### src/common/k423_pkg.sv
// shared types, opcode and ALU operation constants, fetch state encoding

package k423_pkg;

  // ------------------------------------------------------------
  // widths fixed by RV32I
  // ------------------------------------------------------------
  // data word
  typedef logic [31:0] xlen_t;
  // byte address
  typedef logic [31:0] addr_t;
  // raw instruction word
  typedef logic [31:0] inst_t;
  // architectural register index
  typedef logic [4:0]  reg_idx_t;
  // ALU operation selector
  typedef logic [3:0]  alu_op_t;

  // ------------------------------------------------------------
  // ALU operations
  // ------------------------------------------------------------
  localparam alu_op_t ALU_ADD  = 4'd0;
  localparam alu_op_t ALU_SUB  = 4'd1;
  localparam alu_op_t ALU_SLL  = 4'd2;
  localparam alu_op_t ALU_SLT  = 4'd3;
  localparam alu_op_t ALU_SLTU = 4'd4;
  localparam alu_op_t ALU_XOR  = 4'd5;
  localparam alu_op_t ALU_SRL  = 4'd6;
  localparam alu_op_t ALU_SRA  = 4'd7;
  localparam alu_op_t ALU_OR   = 4'd8;
  localparam alu_op_t ALU_AND  = 4'd9;
  // passes the U immediate through
  localparam alu_op_t ALU_LUI  = 4'd10;

  // ------------------------------------------------------------
  // major opcodes, inst[6:0]
  // ------------------------------------------------------------
  // register-register
  localparam logic [6:0] OPC_OP     = 7'b0110011;
  // register-immediate
  localparam logic [6:0] OPC_OP_IMM = 7'b0010011;
  localparam logic [6:0] OPC_LUI    = 7'b0110111;

  // ------------------------------------------------------------
  // program counter
  // ------------------------------------------------------------
  localparam addr_t RESET_PC   = 32'h0000_0000;
  // no compressed instructions, so every step is one word
  localparam addr_t INST_BYTES = 32'd4;

  // ------------------------------------------------------------
  // fetch FSM
  // ------------------------------------------------------------
  // FETCH_REQ  request is being presented
  // FETCH_WAIT request accepted, response pending
  typedef enum logic [0:0] {
    FETCH_REQ  = 1'b0,
    FETCH_WAIT = 1'b1
  } fetch_state_e;

endpackage

### src/decode/k423_decode.sv
// instruction decoder and decode-to-execute pipeline register
`timescale 1ns/10ps

module k423_decode (
  input  logic                clk_i,
  input  logic                arst_n_i,
  // from fetch
  input  logic                if_vld_i,
  input  k423_pkg::addr_t     if_pc_i,
  input  k423_pkg::inst_t     if_inst_i,
  // register file read
  input  k423_pkg::xlen_t     rs1_data_i,
  input  k423_pkg::xlen_t     rs2_data_i,
  output k423_pkg::reg_idx_t  rs1_idx_o,
  output k423_pkg::reg_idx_t  rs2_idx_o,
  // to execute
  output logic                id_vld_o,
  output k423_pkg::addr_t     id_pc_o,
  output k423_pkg::alu_op_t   id_alu_op_o,
  output logic                id_use_imm_o,
  output k423_pkg::xlen_t     id_imm_o,
  output k423_pkg::xlen_t     id_rs1_data_o,
  output k423_pkg::xlen_t     id_rs2_data_o,
  output logic                id_rd_vld_o,
  output k423_pkg::reg_idx_t  id_rd_idx_o
);

  logic [6:0]         opcode;
  logic [2:0]         funct3;
  logic               alt_bit;
  k423_pkg::reg_idx_t rd_idx;
  k423_pkg::alu_op_t  dec_alu_op;
  logic               dec_use_imm;
  logic               dec_rd_vld;
  k423_pkg::xlen_t    dec_imm;

  assign opcode  = if_inst_i[6:0];
  assign rd_idx  = if_inst_i[11:7];
  assign funct3  = if_inst_i[14:12];
  // inst[30] picks SUB and SRA/SRAI
  assign alt_bit = if_inst_i[30];

  assign rs1_idx_o = if_inst_i[19:15];
  assign rs2_idx_o = if_inst_i[24:20];

  // ------------------------------------------------------------
  // decode
  // ------------------------------------------------------------
  always_comb begin
    dec_alu_op  = k423_pkg::ALU_ADD;
    dec_use_imm = 1'b0;
    dec_rd_vld  = 1'b0;
    // I immediate, sign extended
    dec_imm     = {{20{if_inst_i[31]}}, if_inst_i[31:20]};
    case (opcode)
      k423_pkg::OPC_OP, k423_pkg::OPC_OP_IMM: begin
        dec_use_imm = (opcode == k423_pkg::OPC_OP_IMM);
        dec_rd_vld  = 1'b1;
        case (funct3)
          3'b000: begin
            // no SUBI, so alt bit counts only for OP
            dec_alu_op = (alt_bit && !dec_use_imm) ? k423_pkg::ALU_SUB : k423_pkg::ALU_ADD;
          end
          3'b001:  dec_alu_op = k423_pkg::ALU_SLL;
          3'b010:  dec_alu_op = k423_pkg::ALU_SLT;
          3'b011:  dec_alu_op = k423_pkg::ALU_SLTU;
          3'b100:  dec_alu_op = k423_pkg::ALU_XOR;
          3'b101:  dec_alu_op = alt_bit ? k423_pkg::ALU_SRA : k423_pkg::ALU_SRL;
          3'b110:  dec_alu_op = k423_pkg::ALU_OR;
          default: dec_alu_op = k423_pkg::ALU_AND;
        endcase
      end
      k423_pkg::OPC_LUI: begin
        dec_alu_op  = k423_pkg::ALU_LUI;
        dec_use_imm = 1'b1;
        dec_rd_vld  = 1'b1;
        dec_imm     = {if_inst_i[31:12], 12'h000};
      end
      default: begin
        // unsupported, retires as a no-op
        dec_rd_vld = 1'b0;
      end
    endcase
  end

  // ------------------------------------------------------------
  // decode to execute register
  // ------------------------------------------------------------
  always_ff @(posedge clk_i or negedge arst_n_i) begin
    if (!arst_n_i) begin
      id_vld_o    <= 1'b0;
      id_rd_vld_o <= 1'b0;
    end else begin
      id_vld_o    <= if_vld_i;
      // x0 is never written
      id_rd_vld_o <= if_vld_i & dec_rd_vld & (rd_idx != '0);
    end
  end

  always_ff @(posedge clk_i) begin
    if (if_vld_i) begin
      id_pc_o       <= if_pc_i;
      id_alu_op_o   <= dec_alu_op;
      id_use_imm_o  <= dec_use_imm;
      id_imm_o      <= dec_imm;
      id_rs1_data_o <= rs1_data_i;
      id_rs2_data_o <= rs2_data_i;
      id_rd_idx_o   <= rd_idx;
    end
  end

endmodule

### src/execute/k423_execute.sv
// operand selection and ALU for the execute stage
`timescale 1ns/10ps

module k423_execute (
  // from decode register
  input  logic                id_vld_i,
  input  k423_pkg::addr_t     id_pc_i,
  input  k423_pkg::alu_op_t   id_alu_op_i,
  input  logic                id_use_imm_i,
  input  k423_pkg::xlen_t     id_imm_i,
  input  k423_pkg::xlen_t     id_rs1_data_i,
  input  k423_pkg::xlen_t     id_rs2_data_i,
  input  logic                id_rd_vld_i,
  input  k423_pkg::reg_idx_t  id_rd_idx_i,
  // to result and forwarding
  output logic                ex_vld_o,
  output k423_pkg::addr_t     ex_pc_o,
  output logic                ex_rd_vld_o,
  output k423_pkg::reg_idx_t  ex_rd_idx_o,
  output k423_pkg::xlen_t     ex_rd_data_o
);

  k423_pkg::xlen_t op_a;
  k423_pkg::xlen_t op_b;
  logic [4:0]      shamt;

  assign op_a  = id_rs1_data_i;
  assign op_b  = id_use_imm_i ? id_imm_i : id_rs2_data_i;
  // shamt is the low five bits for both forms
  assign shamt = op_b[4:0];

  // ------------------------------------------------------------
  // ALU
  // ------------------------------------------------------------
  always_comb begin
    case (id_alu_op_i)
      k423_pkg::ALU_ADD:  ex_rd_data_o = op_a + op_b;
      k423_pkg::ALU_SUB:  ex_rd_data_o = op_a - op_b;
      k423_pkg::ALU_SLL:  ex_rd_data_o = op_a << shamt;
      k423_pkg::ALU_SLT:  ex_rd_data_o = {31'd0, $signed(op_a) < $signed(op_b)};
      k423_pkg::ALU_SLTU: ex_rd_data_o = {31'd0, op_a < op_b};
      k423_pkg::ALU_XOR:  ex_rd_data_o = op_a ^ op_b;
      k423_pkg::ALU_SRL:  ex_rd_data_o = op_a >> shamt;
      k423_pkg::ALU_SRA:  ex_rd_data_o = k423_pkg::xlen_t'($signed(op_a) >>> shamt);
      k423_pkg::ALU_OR:   ex_rd_data_o = op_a | op_b;
      k423_pkg::ALU_AND:  ex_rd_data_o = op_a & op_b;
      // immediate already shifted up in decode
      k423_pkg::ALU_LUI:  ex_rd_data_o = id_imm_i;
      default:            ex_rd_data_o = '0;
    endcase
  end

  // ------------------------------------------------------------
  // stage outputs
  // ------------------------------------------------------------
  assign ex_vld_o    = id_vld_i;
  assign ex_pc_o     = id_pc_i;
  // keeps a stale rd_vld from forwarding in an empty cycle
  assign ex_rd_vld_o = id_vld_i & id_rd_vld_i;
  assign ex_rd_idx_o = id_rd_idx_i;

endmodule

### src/logic/k423_core.sv
// top level connecting fetch, decode, register file, execute and result
`timescale 1ns/10ps

module k423_core (
  input  logic                clk_i,
  input  logic                arst_n_i,
  // instruction memory
  output logic                imem_req_vld_o,
  output k423_pkg::addr_t     imem_req_addr_o,
  input  logic                imem_req_rdy_i,
  input  logic                imem_rsp_vld_i,
  input  k423_pkg::inst_t     imem_rsp_rdata_i,
  // debug retirement
  output logic                debug_wb_vld_o,
  output k423_pkg::addr_t     debug_wb_pc_o,
  output logic                debug_wb_rd_vld_o,
  output k423_pkg::reg_idx_t  debug_wb_rd_idx_o,
  output k423_pkg::xlen_t     debug_wb_rd_o
);

  // ------------------------------------------------------------
  // stage wires
  // ------------------------------------------------------------
  logic               if_vld_w;
  k423_pkg::addr_t    if_pc_w;
  k423_pkg::inst_t    if_inst_w;

  k423_pkg::reg_idx_t rs1_idx_w;
  k423_pkg::reg_idx_t rs2_idx_w;
  k423_pkg::xlen_t    rs1_data_w;
  k423_pkg::xlen_t    rs2_data_w;

  logic               id_vld_w;
  k423_pkg::addr_t    id_pc_w;
  k423_pkg::alu_op_t  id_alu_op_w;
  logic               id_use_imm_w;
  k423_pkg::xlen_t    id_imm_w;
  k423_pkg::xlen_t    id_rs1_data_w;
  k423_pkg::xlen_t    id_rs2_data_w;
  logic               id_rd_vld_w;
  k423_pkg::reg_idx_t id_rd_idx_w;

  logic               ex_vld_w;
  k423_pkg::addr_t    ex_pc_w;
  logic               ex_rd_vld_w;
  k423_pkg::reg_idx_t ex_rd_idx_w;
  k423_pkg::xlen_t    ex_rd_data_w;

  logic               wb_vld_w;
  k423_pkg::addr_t    wb_pc_w;
  logic               wb_rd_vld_w;
  k423_pkg::reg_idx_t wb_rd_idx_w;
  k423_pkg::xlen_t    wb_rd_data_w;

  // writeback doubles as the debug port
  assign debug_wb_vld_o    = wb_vld_w;
  assign debug_wb_pc_o     = wb_pc_w;
  assign debug_wb_rd_vld_o = wb_rd_vld_w;
  assign debug_wb_rd_idx_o = wb_rd_idx_w;
  assign debug_wb_rd_o     = wb_rd_data_w;

  // ------------------------------------------------------------
  // stages
  // ------------------------------------------------------------
  k423_fetch u_k423_fetch (
    .clk_i            ( clk_i            ),
    .arst_n_i         ( arst_n_i         ),
    .imem_req_rdy_i   ( imem_req_rdy_i   ),
    .imem_rsp_vld_i   ( imem_rsp_vld_i   ),
    .imem_rsp_rdata_i ( imem_rsp_rdata_i ),
    .imem_req_vld_o   ( imem_req_vld_o   ),
    .imem_req_addr_o  ( imem_req_addr_o  ),
    .if_vld_o         ( if_vld_w         ),
    .if_pc_o          ( if_pc_w          ),
    .if_inst_o        ( if_inst_w        )
  );

  k423_decode u_k423_decode (
    .clk_i         ( clk_i         ),
    .arst_n_i      ( arst_n_i      ),
    .if_vld_i      ( if_vld_w      ),
    .if_pc_i       ( if_pc_w       ),
    .if_inst_i     ( if_inst_w     ),
    .rs1_data_i    ( rs1_data_w    ),
    .rs2_data_i    ( rs2_data_w    ),
    .rs1_idx_o     ( rs1_idx_w     ),
    .rs2_idx_o     ( rs2_idx_w     ),
    .id_vld_o      ( id_vld_w      ),
    .id_pc_o       ( id_pc_w       ),
    .id_alu_op_o   ( id_alu_op_w   ),
    .id_use_imm_o  ( id_use_imm_w  ),
    .id_imm_o      ( id_imm_w      ),
    .id_rs1_data_o ( id_rs1_data_w ),
    .id_rs2_data_o ( id_rs2_data_w ),
    .id_rd_vld_o   ( id_rd_vld_w   ),
    .id_rd_idx_o   ( id_rd_idx_w   )
  );

  k423_regfile u_k423_regfile (
    .clk_i        ( clk_i        ),
    .arst_n_i     ( arst_n_i     ),
    .rs1_idx_i    ( rs1_idx_w    ),
    .rs2_idx_i    ( rs2_idx_w    ),
    .ex_vld_i     ( ex_vld_w     ),
    .ex_rd_vld_i  ( ex_rd_vld_w  ),
    .ex_rd_idx_i  ( ex_rd_idx_w  ),
    .ex_rd_data_i ( ex_rd_data_w ),
    .wb_vld_i     ( wb_vld_w     ),
    .wb_rd_vld_i  ( wb_rd_vld_w  ),
    .wb_rd_idx_i  ( wb_rd_idx_w  ),
    .wb_rd_data_i ( wb_rd_data_w ),
    .rs1_data_o   ( rs1_data_w   ),
    .rs2_data_o   ( rs2_data_w   )
  );

  k423_execute u_k423_execute (
    .id_vld_i      ( id_vld_w      ),
    .id_pc_i       ( id_pc_w       ),
    .id_alu_op_i   ( id_alu_op_w   ),
    .id_use_imm_i  ( id_use_imm_w  ),
    .id_imm_i      ( id_imm_w      ),
    .id_rs1_data_i ( id_rs1_data_w ),
    .id_rs2_data_i ( id_rs2_data_w ),
    .id_rd_vld_i   ( id_rd_vld_w   ),
    .id_rd_idx_i   ( id_rd_idx_w   ),
    .ex_vld_o      ( ex_vld_w      ),
    .ex_pc_o       ( ex_pc_w       ),
    .ex_rd_vld_o   ( ex_rd_vld_w   ),
    .ex_rd_idx_o   ( ex_rd_idx_w   ),
    .ex_rd_data_o  ( ex_rd_data_w  )
  );

  k423_result u_k423_result (
    .clk_i        ( clk_i        ),
    .arst_n_i     ( arst_n_i     ),
    .ex_vld_i     ( ex_vld_w     ),
    .ex_pc_i      ( ex_pc_w      ),
    .ex_rd_vld_i  ( ex_rd_vld_w  ),
    .ex_rd_idx_i  ( ex_rd_idx_w  ),
    .ex_rd_data_i ( ex_rd_data_w ),
    .wb_vld_o     ( wb_vld_w     ),
    .wb_pc_o      ( wb_pc_w      ),
    .wb_rd_vld_o  ( wb_rd_vld_w  ),
    .wb_rd_idx_o  ( wb_rd_idx_w  ),
    .wb_rd_data_o ( wb_rd_data_w )
  );

endmodule

### src/logic/k423_fetch.sv
// program counter and instruction memory request/response sequencing
`timescale 1ns/10ps

module k423_fetch (
  input  logic             clk_i,
  input  logic             arst_n_i,
  // instruction memory
  input  logic             imem_req_rdy_i,
  input  logic             imem_rsp_vld_i,
  input  k423_pkg::inst_t  imem_rsp_rdata_i,
  output logic             imem_req_vld_o,
  output k423_pkg::addr_t  imem_req_addr_o,
  // to decode
  output logic             if_vld_o,
  output k423_pkg::addr_t  if_pc_o,
  output k423_pkg::inst_t  if_inst_o
);

  k423_pkg::fetch_state_e state_q;
  k423_pkg::fetch_state_e state_d;
  k423_pkg::addr_t        pc_q;
  k423_pkg::addr_t        pc_nxt;
  logic                   rsp_hit;
  logic                   req_acc;

  // pc_q is the address of the outstanding (or pending) request
  assign pc_nxt  = pc_q + k423_pkg::INST_BYTES;
  assign rsp_hit = (state_q == k423_pkg::FETCH_WAIT) & imem_rsp_vld_i;
  assign req_acc = imem_req_vld_o & imem_req_rdy_i;

  // the next request may go out in the response cycle already
  // no request while reset is asserted
  assign imem_req_vld_o  = arst_n_i & ((state_q == k423_pkg::FETCH_REQ) | rsp_hit);
  assign imem_req_addr_o = rsp_hit ? pc_nxt : pc_q;

  always_comb begin
    state_d = state_q;
    if (state_q == k423_pkg::FETCH_REQ) begin
      if (req_acc) begin
        state_d = k423_pkg::FETCH_WAIT;
      end
    end else if (rsp_hit) begin
      // stay in wait if the early re-request got accepted
      state_d = req_acc ? k423_pkg::FETCH_WAIT : k423_pkg::FETCH_REQ;
    end
  end

  always_ff @(posedge clk_i or negedge arst_n_i) begin
    if (!arst_n_i) begin
      state_q <= k423_pkg::FETCH_REQ;
      pc_q    <= k423_pkg::RESET_PC;
    end else begin
      state_q <= state_d;
      if (rsp_hit) begin
        pc_q <= pc_nxt;
      end
    end
  end

  // response word paired with the address it answers
  assign if_vld_o  = rsp_hit;
  assign if_pc_o   = pc_q;
  assign if_inst_o = imem_rsp_rdata_i;

endmodule

### src/logic/k423_regfile.sv
// integer register file x1..x31 with execute and writeback forwarding
`timescale 1ns/10ps

module k423_regfile (
  input  logic                clk_i,
  input  logic                arst_n_i,
  // read ports
  input  k423_pkg::reg_idx_t  rs1_idx_i,
  input  k423_pkg::reg_idx_t  rs2_idx_i,
  // execute forwarding
  input  logic                ex_vld_i,
  input  logic                ex_rd_vld_i,
  input  k423_pkg::reg_idx_t  ex_rd_idx_i,
  input  k423_pkg::xlen_t     ex_rd_data_i,
  // writeback, forwarding and write port
  input  logic                wb_vld_i,
  input  logic                wb_rd_vld_i,
  input  k423_pkg::reg_idx_t  wb_rd_idx_i,
  input  k423_pkg::xlen_t     wb_rd_data_i,
  output k423_pkg::xlen_t     rs1_data_o,
  output k423_pkg::xlen_t     rs2_data_o
);

  k423_pkg::xlen_t regs_q [1:31];
  logic            ex_fwd;
  logic            wb_wr;

  assign ex_fwd = ex_vld_i & ex_rd_vld_i;
  assign wb_wr  = wb_vld_i & wb_rd_vld_i;

  // youngest producer wins: execute, then writeback, then array
  function automatic k423_pkg::xlen_t read_port(input k423_pkg::reg_idx_t idx);
    k423_pkg::xlen_t val;
    if (idx == '0) begin
      val = '0;
    end else if (ex_fwd && (ex_rd_idx_i == idx)) begin
      val = ex_rd_data_i;
    end else if (wb_wr && (wb_rd_idx_i == idx)) begin
      val = wb_rd_data_i;
    end else begin
      val = regs_q[idx];
    end
    return val;
  endfunction

  always_comb begin
    rs1_data_o = read_port(rs1_idx_i);
    rs2_data_o = read_port(rs2_idx_i);
  end

  always_ff @(posedge clk_i or negedge arst_n_i) begin
    if (!arst_n_i) begin
      for (int i = 1; i < 32; i++) begin
        regs_q[i] <= '0;
      end
    end else if (wb_wr && (wb_rd_idx_i != '0)) begin
      regs_q[wb_rd_idx_i] <= wb_rd_data_i;
    end
  end

endmodule

### src/logic/k423_result.sv
// execute-to-writeback register feeding register file write and debug port
`timescale 1ns/10ps

module k423_result (
  input  logic                clk_i,
  input  logic                arst_n_i,
  // from execute
  input  logic                ex_vld_i,
  input  k423_pkg::addr_t     ex_pc_i,
  input  logic                ex_rd_vld_i,
  input  k423_pkg::reg_idx_t  ex_rd_idx_i,
  input  k423_pkg::xlen_t     ex_rd_data_i,
  // writeback
  output logic                wb_vld_o,
  output k423_pkg::addr_t     wb_pc_o,
  output logic                wb_rd_vld_o,
  output k423_pkg::reg_idx_t  wb_rd_idx_o,
  output k423_pkg::xlen_t     wb_rd_data_o
);

  always_ff @(posedge clk_i or negedge arst_n_i) begin
    if (!arst_n_i) begin
      wb_vld_o    <= 1'b0;
      wb_rd_vld_o <= 1'b0;
    end else begin
      wb_vld_o    <= ex_vld_i;
      wb_rd_vld_o <= ex_vld_i & ex_rd_vld_i;
    end
  end

  // payload only moves with a valid instruction
  always_ff @(posedge clk_i) begin
    if (ex_vld_i) begin
      wb_pc_o      <= ex_pc_i;
      wb_rd_idx_o  <= ex_rd_idx_i;
      wb_rd_data_o <= ex_rd_data_i;
    end
  end

endmodule

### config.mk
export PLATFORM = sky130hd
export DESIGN_NAME = k423_core
export DESIGN_NICKNAME = d
export VERILOG_FILES = /design/src/common/k423_pkg.sv /design/src/decode/k423_decode.sv /design/src/execute/k423_execute.sv /design/src/logic/k423_core.sv /design/src/logic/k423_fetch.sv /design/src/logic/k423_regfile.sv /design/src/logic/k423_result.sv
export SDC_FILE = /design/constraint.sdc
export NUM_CORES = 2
export LEC_CHECK = 0
export BUFFER_PORTS_ARGS = -buffer_cell sky130_fd_sc_hd__clkbuf_2
export CORE_MARGIN = 3
export CORE_UTILIZATION = 37
export DETAILED_ROUTE_END_ITERATION = 6
export SLEW_MARGIN = 20
export SYNTH_ARGS = -nofsm -noshare
export SYNTH_HDL_FRONTEND = slang
export SYNTH_SLANG_ARGS = --single-unit
### constraint.sdc
create_clock -name clk_i -period 13.18 [get_ports clk_i]
set_clock_uncertainty 0.2 [all_clocks]
set_input_delay 0.659 -clock clk_i [delete_from_list [all_inputs] [get_ports clk_i]]
set_output_delay 0.659 -clock clk_i [all_outputs]
set_load 0.02 [all_outputs]
==> run metrics <==
number of I/O port buffers=135; crit path launch type=register; ys flop type=dfrtp_1; Worst Path Arrival=6.54 ns; Mapped Cells=5298; mean routed wirelength per cell=31.23 µm; fraction of the yosys area taken by sequential cells=44.26%; sinks on the clock net=1230; type of destination of the critical path=register; total instance count after detailed placement=7596; fraction of the mapped netlist area in adder cells=1.797%; first-pass GRT wire length=359000 µm; unrepaired setup endpoints after global routing=no; First DRT Iteration DRCs=5179; half-perimeter wire length of the detailed placement result=150400 µm; count of flip-flops with a built-in enable after synthesis=203; crit path cell chain=buf_4 -> mux2i_4 -> buf_4 -> inv_2 -> buf_4 -> fa_1 -> o21bai_1 -> a211oi_1 -> o21bai_1 -> a211oi_1 -> o21ai_0 -> o2111ai_1 -> a211o_1 -> a211oi_1 -> a211oi_1; number of failing hold endpoints at the final stage=0; Setup TNS=0 ns; non-filler cells, final=7859; Yosys warnings=0; area share of xor/xnor cells in the synthesized design=0.5852%; H-Tree Depth=4; cell area power density=109.5 nW/µm²; Critical path buffers and inverters=4; CP top delay family=compound AO/OA/AOI/OAI gates; total overflow reported by the global router=0; total die area=199500 µm²; row count=161; Static Leakage=0.03527 µW; number of max-capacitance violations reported=0; I/O Pins=140; largest family of logic cells by synthesized area=multiplexers; length of the first detailed-routing pass in iterations=5; status=complete, no violations; DRC violations left=0; area fraction in and, or, nand and nor cells after synthesis=4.166%; Period minus WS final=6.246 ns; insertion delay to the later sink of the worst-skew pair=0.79 ns; setup violation total in the final timing report=0; CTS tree=built; most used standard cell by instance count after synthesis=mux2_2; share of final-layout standard cells stronger than drive strength 1=41.47%; largest stage delay on the critical path=0.69 ns; area share of the largest cell type after synthesis=35.77%; maximum ir drop on the vdd rail=0.09143 mV; Die Y=446.6 µm; share of synthesized area spent on multiplexers=38.28%; antenna-violating nets left=0; Required @ worst endpoint=13.48 ns; CORE AREA=192800 µm²; largest net degree at the start of global routing=155; Total Nets Final=5360; Synth cell types=90; effective utilization at floorplan=37.27%; classification of the worst setup path=reg -> reg; CTS buffer count=136; number of vias after detailed routing=49.37k; most common cell type on the critical path=a211oi_1; initial antenna violation count=10; post-CTS sizing=0; Layout Area Growth over Synthesis=11.27%; Yosys top cell by area=dfrtp_1; Slew Limit Headroom=20.73%; count of filler cells inserted in the layout=17.51k; multi-input logic area=37880 µm²; Via density=6.282; Reg clk slew, reported paths=0.06 ns; final routed wirelength across all metal layers=245400 µm; cell area after synthesis=71840 µm²; die span in x=446.6 µm; buffer levels on the longest clock path=3; via count of the first global-routing pass=49.47k; Tot Pwr=8750 µW; most numerous cell types in the synthesized netlist=mux2_2, dfrtp_1, mux4_2; average footprint of a synthesized cell=13.56 µm²; Max Fclk=160.1 MHz; share of async-settable or async-resettable flops after synthesis=83.50%; number of max-slew violations in the final report=0; Tightest Hold Check Type=in -> reg; fraction of the mapped netlist area in compound gates=7.385%; synthesized flop and latch total=1230; last weighted congestion value of the routability-driven placer=0.9641; register area=31800 µm²; Clock Root Buffer=clkbuf_16; Tightest Pin Transition=1.189 ns; Synth area leaders=dfrtp_1, mux4_2, mux2_2; overall fraction of global-route tracks in use=24.39%; final critical-path share of the clock period=47.39%; Max FO, Critical Path=63; highest-delay cell along the critical path=a211oi_1
## cell type report
class,instances,area share [%]
diodes,2,0.006261
clock inverters,53,0.9642
inverters,127,0.6026
well taps,2526,3.954
multi-input cells,3439,47.38
clock buffers,194,4.818
repair buffers,288,2.492
flip-flops and latches,1230,39.78
## repair_timing
action,in CTS,in global routing
hold buffers,12,0
setup buffers,0,0
hold endpoints to repair,56,0
## flip-flops by register name, indices dropped and copies added (netlist names)
name,flops
u_k423_result.wb_rd_idx_o,5
u_k423_fetch.if_pc_o,30
u_k423_decode.id_rs2_data_o,32
u_k423_decode.id_rd_idx_o,5
u_k423_decode.id_alu_op_o,4
u_k423_result.wb_rd_vld_o,1
u_k423_decode.id_pc_o,30
u_k423_decode.id_vld_o,1
u_k423_decode.id_rs1_data_o,32
u_k423_decode.id_use_imm_o,1
u_k423_result.wb_vld_o,1
u_k423_result.wb_pc_o,30
u_k423_result.wb_rd_data_o,32
u_k423_regfile.regs_q,992
u_k423_fetch.state_q,1
u_k423_decode.id_rd_vld_o,1
u_k423_decode.id_imm_o,32
## path summary, 6_finish.rpt
| path | slack (ns) | depth (start not counted) | endpoint | from |
|---|---|---|---|---|
| max in group asynchronous | 9.54 | 5 | u_k423_regfile.regs_q[754] | arst_n_i |
| min in group asynchronous | 0.24 | 2 | u_k423_regfile.regs_q[649] | arst_n_i |
| max reg2reg | 6.93 | 15 | u_k423_decode.id_rs2_data_o[0] | u_k423_decode.id_use_imm_o |
| max | 6.93 | 15 | u_k423_decode.id_rs2_data_o[0] | u_k423_decode.id_use_imm_o |
| min reg2reg | 0.20 | 0 | u_k423_result.wb_pc_o[23] | u_k423_decode.id_pc_o[23] |
| min | 0.06 | 2 | u_k423_decode.id_imm_o[14] | imem_rsp_rdata_i[14] |
## metrics by stage
step / utilization [%] / setup slack (ns) / hold slack (ns) / area (µm²)
floorplan: - / 8.109 / 0.1634 / 71850
global placement: 38.98 / 7.251 / 0.2011 / 75140
detailed placement: 38.98 / 7.124 / 0.2045 / 75140
CTS: 41.44 / 7.086 / 0.001394 / 79880
global route: 41.47 / 6.697 / 0.04341 / 79940
finish: 41.47 / 6.934 / 0.06082 / 79940
## cell families (layout without fill, tap and decap cells)
| logic type | after synthesis | count (layout) |
|---|---|---|
| DFF | 1230 | 1230 |
| and+or+nand+nor | 655 | 655 |
| AOI/OAI and AO/OA | 751 | 751 |
| xor gates and xnor gates | 48 | 48 |
| muxes | 1879 | 1879 |
| buffers and inverters | 632 | 662 |
| other | 1 | 6 |
| adders and majority gates | 102 | 102 |
## per-layer routing
metal | global-route usage, % | routed length, µm | vias up | share of wire (%)
met3 | 4.534 | 18430 | 481 | 7.5
met2 | 38.21 | 113400 | 2069 | 46
met5 | 0 | 50 | - | 0.020
li1 | - | - | 20340 | -
met1 | 33.75 | 103500 | 26480 | 42
met4 | 9.133 | 10000 | 8 | 4.1
## report_power, final
| part | switching, µW | total [µW] | internal, µW |
|---|---|---|---|
| Combinational | 607 | 857 | 249 |
| Sequential | 50.2 | 3960 | 3910 |
| Clock | 1670 | 3930 | 2260 |
| Total | 2320 | 8750 | 6430 |
## placed cells by master (no fill, tap or decap), drive strengths merged, types with 58 or more instances in the layout
master,n
mux2,1063
dfrtp,1027
mux4,587
clkbuf,318
nor2,236
mux2i,229
edfxtp,203
nand2,174
buf,152
a211oi,139
a21oi,133
inv,132
ha,100
o21ai,100
a22o,66
nand3,58
No activity file was read; power rests on OpenSTA's default activity.
